--- src/hw/rv_config.svh ---
`ifndef RV_CONFIG_SVH
`define RV_CONFIG_SVH

// data path and pc width.
`define RV_XLEN 32

// register index width.
`define RV_REG_AW 5

// architectural register count.
`define RV_NREGS 32

`endif
--- src/hw/rv_pkg.sv ---
`include "rv_config.svh"

package rv_pkg;

    typedef logic [`RV_XLEN-1:0]   xlen_t;
    typedef logic [`RV_REG_AW-1:0] reg_addr_t;
    typedef logic [2:0]            funct3_t;
    typedef logic [4:0]            alu_op_t;
    typedef logic [1:0]            result_src_t;
    typedef logic [1:0]            alu_src_t;     // bit 0 imm for b, bit 1 pc for a.
    typedef logic [2:0]            branch_jump_t;

    typedef enum logic {
        dec_run,
        dec_kill    // drop the word after a redirect.
    } dec_state_t;

    localparam alu_op_t alu_add  = 5'd0;
    localparam alu_op_t alu_sub  = 5'd1;
    localparam alu_op_t alu_sll  = 5'd2;
    localparam alu_op_t alu_slt  = 5'd3;
    localparam alu_op_t alu_sltu = 5'd4;
    localparam alu_op_t alu_xor  = 5'd5;
    localparam alu_op_t alu_srl  = 5'd6;
    localparam alu_op_t alu_sra  = 5'd7;
    localparam alu_op_t alu_or   = 5'd8;
    localparam alu_op_t alu_and  = 5'd9;

    localparam result_src_t res_alu = 2'd0;
    localparam result_src_t res_pc4 = 2'd1;
    localparam result_src_t res_imm = 2'd2;

    localparam branch_jump_t bj_none   = 3'd0;
    localparam branch_jump_t bj_branch = 3'd1;
    localparam branch_jump_t bj_jal    = 3'd2;
    localparam branch_jump_t bj_jalr   = 3'd3;

    // rv32i major opcodes.
    localparam logic [6:0] op_lui    = 7'b0110111;
    localparam logic [6:0] op_auipc  = 7'b0010111;
    localparam logic [6:0] op_jal    = 7'b1101111;
    localparam logic [6:0] op_jalr   = 7'b1100111;
    localparam logic [6:0] op_branch = 7'b1100011;
    localparam logic [6:0] op_store  = 7'b0100011;
    localparam logic [6:0] op_imm    = 7'b0010011;
    localparam logic [6:0] op_reg    = 7'b0110011;

endpackage

--- src/hw/id_ex_if.sv ---
interface id_ex_if import rv_pkg::*; ();

    reg_addr_t    rs1;
    reg_addr_t    rs2;
    reg_addr_t    rd;
    xlen_t        pc;
    xlen_t        pc_plus4;
    xlen_t        imm_ext;
    xlen_t        rdata1;
    xlen_t        rdata2;
    funct3_t      funct3;

    // control group, all zero means bubble.
    logic         reg_write;
    result_src_t  result_src;
    logic         mem_write;
    alu_op_t      alu_ctrl;
    branch_jump_t branch_jump;
    alu_src_t     alu_src;
    logic         branch_valid;

    modport producer (
        output rs1, rs2, rd, pc, pc_plus4, imm_ext, rdata1, rdata2, funct3,
        output reg_write, result_src, mem_write, alu_ctrl, branch_jump,
        output alu_src, branch_valid
    );

    modport consumer (
        input rs1, rs2, rd, pc, pc_plus4, imm_ext, rdata1, rdata2, funct3,
        input reg_write, result_src, mem_write, alu_ctrl, branch_jump,
        input alu_src, branch_valid
    );

endinterface

--- src/hw/rv_exec_slice.sv ---
module rv_exec_slice import rv_pkg::*; (
    input  logic      clk,
    input  logic      rst,
    input  logic      instr_valid,
    input  xlen_t     instr,
    input  xlen_t     pc,
    output logic      redirect,
    output xlen_t     redirect_pc,
    output logic      mem_write,
    output xlen_t     mem_addr,
    output xlen_t     mem_wdata,
    output logic      wb_valid,
    output reg_addr_t wb_rd,
    output xlen_t     wb_data
);

    reg_addr_t rf_rs1;
    reg_addr_t rf_rs2;
    xlen_t     rf_rdata1;
    xlen_t     rf_rdata2;

    id_ex_if id_bus ();
    id_ex_if ex_bus ();

    reg_file u_reg_file (
        .clk    (clk),
        .rst    (rst),
        .rs1    (rf_rs1),
        .rs2    (rf_rs2),
        .rdata1 (rf_rdata1),
        .rdata2 (rf_rdata2),
        .we     (wb_valid),
        .waddr  (wb_rd),
        .wdata  (wb_data)
    );

    decoder u_decoder (
        .clk         (clk),
        .rst         (rst),
        .instr_valid (instr_valid),
        .instr       (instr),
        .pc          (pc),
        .flush       (redirect),
        .rs1         (rf_rs1),
        .rs2         (rf_rs2),
        .rdata1      (rf_rdata1),
        .rdata2      (rf_rdata2),
        .id          (id_bus.producer)
    );

    id_ex u_id_ex (
        .clk (clk),
        .rst (rst),
        .clr (redirect),   // squash the slot in decode.
        .d   (id_bus.consumer),
        .q   (ex_bus.producer)
    );

    execute u_execute (
        .clk         (clk),
        .rst         (rst),
        .ex          (ex_bus.consumer),
        .redirect    (redirect),
        .redirect_pc (redirect_pc),
        .mem_write   (mem_write),
        .mem_addr    (mem_addr),
        .mem_wdata   (mem_wdata),
        .wb_en       (wb_valid),
        .wb_rd       (wb_rd),
        .wb_data     (wb_data)
    );

endmodule

--- src/hw/execute.sv ---
module execute import rv_pkg::*; (
    input  logic      clk,
    input  logic      rst,
    id_ex_if.consumer ex,
    output logic      redirect,
    output xlen_t     redirect_pc,
    output logic      mem_write,
    output xlen_t     mem_addr,
    output xlen_t     mem_wdata,
    output logic      wb_en,
    output reg_addr_t wb_rd,
    output xlen_t     wb_data
);

    logic       fwd1;
    logic       fwd2;
    xlen_t      src1;
    xlen_t      src2;
    xlen_t      op_a;
    xlen_t      op_b;
    logic [4:0] shamt;
    xlen_t      alu_y;
    logic       cond;
    logic       taken;
    xlen_t      result;

    // wb stage result for the instruction one ahead.
    assign fwd1 = wb_en && (wb_rd != '0) && (wb_rd == ex.rs1);
    assign fwd2 = wb_en && (wb_rd != '0) && (wb_rd == ex.rs2);
    assign src1 = fwd1 ? wb_data : ex.rdata1;
    assign src2 = fwd2 ? wb_data : ex.rdata2;

    assign op_a  = ex.alu_src[1] ? ex.pc : src1;
    assign op_b  = ex.alu_src[0] ? ex.imm_ext : src2;
    assign shamt = op_b[4:0];

    always_comb begin
        case (ex.alu_ctrl)
            alu_add:  alu_y = op_a + op_b;
            alu_sub:  alu_y = op_a - op_b;
            alu_sll:  alu_y = op_a << shamt;
            alu_slt:  alu_y = {31'b0, $signed(op_a) < $signed(op_b)};
            alu_sltu: alu_y = {31'b0, op_a < op_b};
            alu_xor:  alu_y = op_a ^ op_b;
            alu_srl:  alu_y = op_a >> shamt;
            alu_sra:  alu_y = $signed(op_a) >>> shamt;
            alu_or:   alu_y = op_a | op_b;
            alu_and:  alu_y = op_a & op_b;
            default:  alu_y = '0;
        endcase
    end

    always_comb begin
        case (ex.funct3)
            3'b000:  cond = (src1 == src2);
            3'b001:  cond = (src1 != src2);
            3'b100:  cond = ($signed(src1) < $signed(src2));
            3'b101:  cond = ($signed(src1) >= $signed(src2));
            3'b110:  cond = (src1 < src2);
            3'b111:  cond = (src1 >= src2);
            default: cond = 1'b0;
        endcase
    end

    assign taken = (ex.branch_jump == bj_branch) && ex.branch_valid && cond;

    assign redirect = taken || (ex.branch_jump == bj_jal) || (ex.branch_jump == bj_jalr);

    always_comb begin
        if (ex.branch_jump == bj_jalr) begin
            redirect_pc = (src1 + ex.imm_ext) & ~32'd1;
        end else begin
            redirect_pc = ex.pc + ex.imm_ext;
        end
    end

    // store address comes out of the alu add.
    assign mem_write = ex.mem_write;
    assign mem_addr  = alu_y;
    assign mem_wdata = src2;

    always_comb begin
        case (ex.result_src)
            res_pc4: result = ex.pc_plus4;
            res_imm: result = ex.imm_ext;
            default: result = alu_y;
        endcase
    end

    always_ff @(posedge clk) begin
        if (rst) begin
            wb_en <= 1'b0;
        end else begin
            wb_en <= ex.reg_write;
        end
    end

    always_ff @(posedge clk) begin
        wb_rd   <= ex.rd;
        wb_data <= result;
    end

endmodule

--- src/hw/id_ex.sv ---
module id_ex import rv_pkg::*; (
    input  logic      clk,
    input  logic      rst,
    input  logic      clr,
    id_ex_if.consumer d,
    id_ex_if.producer q
);

    // operand and address fields.
    always_ff @(posedge clk) begin
        if (rst) begin
            q.rs1      <= '0;
            q.rs2      <= '0;
            q.rd       <= '0;
            q.pc       <= '0;
            q.pc_plus4 <= '0;
            q.imm_ext  <= '0;
            q.rdata1   <= '0;
            q.rdata2   <= '0;
            q.funct3   <= '0;
        end else begin
            q.rs1      <= d.rs1;
            q.rs2      <= d.rs2;
            q.rd       <= d.rd;
            q.pc       <= d.pc;
            q.pc_plus4 <= d.pc_plus4;
            q.imm_ext  <= d.imm_ext;
            q.rdata1   <= d.rdata1;
            q.rdata2   <= d.rdata2;
            q.funct3   <= d.funct3;
        end
    end

    // control fields, cleared on flush to make a bubble.
    always_ff @(posedge clk) begin
        if (rst || clr) begin
            q.reg_write    <= 1'b0;
            q.result_src   <= '0;
            q.mem_write    <= 1'b0;
            q.alu_ctrl     <= '0;
            q.branch_jump  <= '0;
            q.alu_src      <= '0;
            q.branch_valid <= 1'b0;
        end else begin
            q.reg_write    <= d.reg_write;
            q.result_src   <= d.result_src;
            q.mem_write    <= d.mem_write;
            q.alu_ctrl     <= d.alu_ctrl;
            q.branch_jump  <= d.branch_jump;
            q.alu_src      <= d.alu_src;
            q.branch_valid <= d.branch_valid;
        end
    end

endmodule

--- src/hw/decoder.sv ---
module decoder import rv_pkg::*; (
    input  logic      clk,
    input  logic      rst,
    input  logic      instr_valid,
    input  xlen_t     instr,
    input  xlen_t     pc,
    input  logic      flush,
    output reg_addr_t rs1,
    output reg_addr_t rs2,
    input  xlen_t     rdata1,
    input  xlen_t     rdata2,
    id_ex_if.producer id
);

    logic [6:0] opcode;
    logic [6:0] funct7;
    funct3_t    funct3;
    xlen_t      imm_i;
    xlen_t      imm_s;
    xlen_t      imm_b;
    xlen_t      imm_u;
    xlen_t      imm_j;
    dec_state_t state;
    logic       live;

    function automatic alu_op_t alu_decode(funct3_t f3, logic alt, logic is_reg);
        case (f3)
            3'b000:  return (alt && is_reg) ? alu_sub : alu_add;
            3'b001:  return alu_sll;
            3'b010:  return alu_slt;
            3'b011:  return alu_sltu;
            3'b100:  return alu_xor;
            3'b101:  return alt ? alu_sra : alu_srl;   // srai keeps funct7 too.
            3'b110:  return alu_or;
            default: return alu_and;
        endcase
    endfunction

    assign opcode = instr[6:0];
    assign funct3 = instr[14:12];
    assign funct7 = instr[31:25];
    assign rs1    = instr[19:15];
    assign rs2    = instr[24:20];

    assign imm_i = {{20{instr[31]}}, instr[31:20]};
    assign imm_s = {{20{instr[31]}}, instr[31:25], instr[11:7]};
    assign imm_b = {{19{instr[31]}}, instr[31], instr[7], instr[30:25], instr[11:8], 1'b0};
    assign imm_u = {instr[31:12], 12'b0};
    assign imm_j = {{11{instr[31]}}, instr[31], instr[19:12], instr[20], instr[30:21], 1'b0};

    // one slot of kill after every redirect.
    always_ff @(posedge clk) begin
        if (rst) begin
            state <= dec_run;
        end else begin
            state <= flush ? dec_kill : dec_run;
        end
    end

    assign live = instr_valid && (state == dec_run);

    assign id.rs1      = rs1;
    assign id.rs2      = rs2;
    assign id.rd       = instr[11:7];
    assign id.pc       = pc;
    assign id.pc_plus4 = pc + 32'd4;
    assign id.rdata1   = rdata1;
    assign id.rdata2   = rdata2;
    assign id.funct3   = funct3;

    always_comb begin
        case (opcode)
            op_store:         id.imm_ext = imm_s;
            op_branch:        id.imm_ext = imm_b;
            op_lui, op_auipc: id.imm_ext = imm_u;
            op_jal:           id.imm_ext = imm_j;
            default:          id.imm_ext = imm_i;
        endcase
    end

    always_comb begin
        id.reg_write    = 1'b0;
        id.result_src   = res_alu;
        id.mem_write    = 1'b0;
        id.alu_ctrl     = alu_add;
        id.branch_jump  = bj_none;
        id.alu_src      = 2'b00;
        id.branch_valid = 1'b0;
        if (live) begin
            case (opcode)
                op_reg: begin
                    id.reg_write = 1'b1;
                    id.alu_ctrl  = alu_decode(funct3, funct7[5], 1'b1);
                end
                op_imm: begin
                    id.reg_write = 1'b1;
                    id.alu_src   = 2'b01;
                    id.alu_ctrl  = alu_decode(funct3, funct7[5], 1'b0);
                end
                op_lui: begin
                    id.reg_write  = 1'b1;
                    id.result_src = res_imm;
                end
                op_auipc: begin
                    id.reg_write = 1'b1;
                    id.alu_src   = 2'b11;   // pc + imm.
                end
                op_jal, op_jalr: begin
                    id.reg_write   = 1'b1;
                    id.result_src  = res_pc4;
                    id.branch_jump = (opcode == op_jal) ? bj_jal : bj_jalr;
                end
                op_branch: begin
                    id.branch_jump  = bj_branch;
                    id.branch_valid = (funct3 != 3'b010) && (funct3 != 3'b011);
                end
                op_store: begin
                    id.mem_write = (funct3 == 3'b010);   // word stores only.
                    id.alu_src   = 2'b01;
                end
                default: ;
            endcase
        end
    end

endmodule

--- src/hw/reg_file.sv ---
`include "rv_config.svh"

module reg_file import rv_pkg::*; (
    input  logic      clk,
    input  logic      rst,
    input  reg_addr_t rs1,
    input  reg_addr_t rs2,
    output xlen_t     rdata1,
    output xlen_t     rdata2,
    input  logic      we,
    input  reg_addr_t waddr,
    input  xlen_t     wdata
);

    xlen_t regs [`RV_NREGS];
    logic  wr_live;
    logic  hit1;
    logic  hit2;

    assign wr_live = we && (waddr != '0);   // x0 never written.

    always_ff @(posedge clk) begin
        if (rst) begin
            for (int i = 0; i < `RV_NREGS; i++) begin
                regs[i] <= '0;
            end
        end else if (wr_live) begin
            regs[waddr] <= wdata;
        end
    end

    // same-cycle write shows up on the read ports.
    assign hit1 = wr_live && (rs1 == waddr);
    assign hit2 = wr_live && (rs2 == waddr);

    assign rdata1 = hit1 ? wdata : regs[rs1];
    assign rdata2 = hit2 ? wdata : regs[rs2];

endmodule

--- config.mk ---
export PLATFORM = sky130hd
export DESIGN_NAME = rv_exec_slice
export DESIGN_NICKNAME = d
export VERILOG_FILES = /design/src/hw/rv_pkg.sv /design/src/hw/id_ex_if.sv /design/src/hw/rv_exec_slice.sv /design/src/hw/execute.sv /design/src/hw/id_ex.sv /design/src/hw/decoder.sv /design/src/hw/reg_file.sv
export VERILOG_INCLUDE_DIRS = /design/src /design/src/hw
export SDC_FILE = /design/constraint.sdc
export NUM_CORES = 2
export LEC_CHECK = 0
export ABC_AREA = 0
export BUFFER_PORTS_ARGS = -buffer_cell sky130_fd_sc_hd__buf_2
export CAP_MARGIN = 25
export CORE_MARGIN = 3
export CORE_UTILIZATION = 55
export CTS_CLUSTER_SIZE = 10
export DETAILED_ROUTE_END_ITERATION = 12
export PLACE_DENSITY = 0.72
export SLEW_MARGIN = 20
export SYNTH_ARGS = -nofsm -noshare
export SYNTH_HDL_FRONTEND = slang
export SYNTH_SLANG_ARGS = --single-unit
--- constraint.sdc ---
create_clock -name clk -period 7.55 [get_ports clk]
set_clock_uncertainty 0.05 [all_clocks]
set_input_delay 0.3775 -clock clk [delete_from_list [all_inputs] [get_ports clk]]
set_output_delay 0.3775 -clock clk [all_outputs]
set_load 0.01 [all_outputs]
==> results_dict.tcl <==
set metrics [dict create \
    post_cts_buffers 0 \
    placementRows 136 \
    p_comb_frac 0.220 \
    ys.flop_type "edfxtp_1" \
    worstRegToRegCells 19 \
    slowest_delay_ps 860 \
    critPathLaunchType "flop" \
    switching_share 0.314 \
    drt_first_pass_iters 7 \
    wl_per_cell_um 37.6 \
    seq_area_frac_synth 0.458 \
    synth.largest_area_cell "edfxtp_1" \
    remaining_drc_errors 0 \
    final_util 0.617 \
    antenna_left 0 \
    totalPowerFinal_mw 18.8 \
    cts_htree_levels 4 \
    required_ps 7120 \
    pin_count 203 \
    dpl.hpwl_mm 210 \
    yosysWarnings 0 \
    clockRootBuffer "clkbuf_16" \
    cap_violations 0 \
    start_util 0.558 \
    gr-usage-all-layers 0.426 \
    setup_viol 0 \
    cp_max_fo 34 \
    clock_sinks 1252 \
    cts_inserted_buffers 148 \
    hold_violations 0 \
    power_density_nw_per_um2 220 \
    cpMaxStageDelayCell "o311ai_1" \
    gp_congestion 1.06 \
    die_w_um 381 \
    drt_iter0_markers 8631 \
    p_sw_mw 5.90 \
    worst_hold_slack_ps 143 \
    intPower_mw 12.9 \
    placeableCoreArea_um2 138000 \
    syn_to_final_growth_pct 10.7 \
    grt_setup_unrepaired "no" \
    crit_path_end_kind "primary output" \
    min_period_over_period 0.980 \
    hold_class "primary input to flop" \
    relSlewSlack 0.237 \
    yosysTopAreaCellShare 0.399 \
    yosysUniqueCellTypes 96 \
    ir_drop_mv 0.242 \
    avgSynthCellArea_um2 12.3 \
    syn_inst 6251 \
    fin_crit_ps 7400 \
    fmax_ghz 0.135 \
    worstPathCellList "or3_1 > o2111ai_2 > nor2_2 > buf_4 > o311ai_1 > ha_1 > or3_1 > nand2b_1 > o31a_1 > o221ai_1 > a21oi_2 > o21a_1 > a221o_1 > o21ai_1 > nand3_1 > buf_2" \
    fin_setup_tns_ps 0 \
    clk_path_buf_depth 3 \
    die_height_um 381 \
    clkTransAtPathRegs_ps 50 \
    p_seq_frac 0.427 \
    p_clk_frac 0.353 \
    status "complete, no violations" \
    layout.cells.non_filler 8276 \
    synthTopCellsByArea "edfxtp_1 40%, mux4_2 19%, and2_1 7.7%" \
    globalRouteOverflowTotal 0 \
    nNetsFinal 6603 \
    port_buffers 202 \
    grt_pass1_wl_mm 436 \
    async_reset_ff_frac 0 \
    crit_arrival_ps 6970 \
    vias_per_cell 7.10 \
    grt_pass1_vias 57433 \
    drv_slew 0 \
    num_vias 58731 \
    drive_gt1_frac 0.231 \
    worst_pin_slew_ps 1150 \
    netlist_area_um2 77200 \
    antenna_found_initial 19 \
    p_leak_nw 32.5 \
    ys_ff_latch 1252 \
    cts_tree "done" \
    hold_depth 2 \
    design.die.area_um2 145000 \
    path_class "flop to primary output" \
    grt_max_degree 100 \
    synth_edf_count 1024 \
    finalWirelength_mm 311 \
    clock_latency_ps 810 \
    dp_cells 7990 \
    cp_common_cell "or3_1" \
]
## cell usage in the layout, fill, tap and decap left out, types with 34 or more instances in the layout
master / instances
nand3_1: 83
a211oi_1: 102
ha_1: 191
nand2_1: 204
buf_2: 194
edfxtp_1: 1024
a31oi_1: 40
mux2i_1: 176
nor3_1: 117
xor2_1: 57
a221oi_1: 44
buf_4: 223
dfxtp_1: 223
clkbuf_16: 150
or2_2: 38
inv_1: 180
mux2_2: 86
nand4_1: 45
dlygate4sd3_1: 62
o21ai_0: 161
nor2b_1: 60
o211ai_1: 34
and2_1: 949
a21o_1: 88
xnor2_1: 47
mux4_2: 662
nand2b_1: 39
nor2_1: 344
a21oi_1: 183
## power by group through the flow
stage	clock, mW	sequential [mW]	combinational [mW]
after floorplan	0	8.04	2.34
after global placement	0	8.13	3.96
after detailed placement	0	8.15	3.97
after CTS	6.67	8.02	4.00
after global routing	6.95	8.05	4.27
final	6.64	8.04	4.14
## sequential cells by signal, summed over array words and instances, names as in the netlist
name / flops
u_id_ex.q.result_src: 2
u_execute.wb_en: 1
u_id_ex.q.funct3: 3
u_id_ex.q.pc: 30
u_id_ex.q.rdata1: 32
u_decoder.state: 1
u_execute.wb_data: 32
u_id_ex.q.rs2: 5
u_execute.wb_rd: 5
u_id_ex.q.imm_ext: 32
u_id_ex.q.rs1: 5
u_id_ex.q.pc_plus4: 32
u_id_ex.q.branch_valid: 1
u_id_ex.q.alu_ctrl: 4
u_id_ex.q.reg_write: 1
u_id_ex.q.branch_jump: 2
u_id_ex.q.rd: 5
u_id_ex.q.rdata2: 32
u_id_ex.q.mem_write: 1
u_reg_file.regs: 1024
u_id_ex.q.alu_src: 2
## routing by layer
layer | GRT usage | part of all wire | vias up
met1 | 0.538 | 0.35 | 29498
met4 | 0.262 | 0.073 | 2
li1 | - | - | 23828
met5 | 0 | 0.000042 | -
met3 | 0.0971 | 0.11 | 964
met2 | 0.670 | 0.46 | 4439
## cells in the mapped netlist (20+ instances only)
library cell	count
mux2i_1	176
mux4_2	662
inv_1	182
buf_2	41
a22oi_1	24
a211oi_1	102
edfxtp_1	1024
nand3_1	84
nand4_1	45
dfxtp_1	228
o22ai_1	20
buf_1	82
or2_2	38
a31oi_1	42
a21o_1	88
mux2_2	86
and2_1	949
nand2_1	205
nand2b_1	39
xnor2_1	47
o211ai_1	34
o21a_1	28
a221oi_1	44
nor2_1	376
nor3_1	120
ha_1	193
o21ai_0	169
clkbuf_1	446
nor2b_1	60
o31ai_1	21
a21oi_1	184
and3_1	32
xor2_1	57
## worst paths after layout
check / endpoint / start / slack [ps]
min: u_id_ex.q.imm_ext[17] / instr[17] / 140
max: mem_addr[27] / u_execute.wb_rd[2] / 150
max reg2reg: u_id_ex.q.branch_valid / u_execute.wb_rd[4] / 860
min reg2reg: u_execute.wb_rd[0] / u_id_ex.q.rd[0] / 280
## per-stage QoR
stage / area [um^2] / setup slack (ps)
floorplan: 77300 / 1580
global placement: 80300 / 675
detailed placement: 80400 / 944
CTS: 85300 / 92.3
global route: 85400 / 14.4
finish: 85400 / 148
## cell families after synthesis
logic type | share of synthesized area
simple gates | 0.144
flops | 0.458
compound gates | 0.0865
mux | 0.229
buf+inv | 0.0392
fa+ha+maj | 0.0323
xor+xnor | 0.0118
other cells | 0.0000486
## repair_timing
action | in CTS | in global routing
hold buffers | 62 | 0
gates resized for setup | 0 | 11
endpoints found under the setup margin | 0 | 8
endpoints found under the hold margin | 103 | 0
## critical path, delay by kind of cell, from the launching register on
kind | cells | cell delay (ps)
simple gates | 5 | 1510
compound gates | 8 | 3150
flops | 1 | 460
fa+ha+maj | 1 | 520
buf+inv | 2 | 490
## layout make-up
cell class	instances	area, um^2
Multi-Input combinational cell	4256	39200
Timing Repair Buffer	493	3500
Tap cell	1863	2330
Antenna cell	16	40.0
Inverter	188	706
Clock buffer	183	3890
Clock inverter	25	465
Sequential cell	1252	35300
Fill cell	10596	52900
Note: power is estimated with default switching activity, not from simulation.
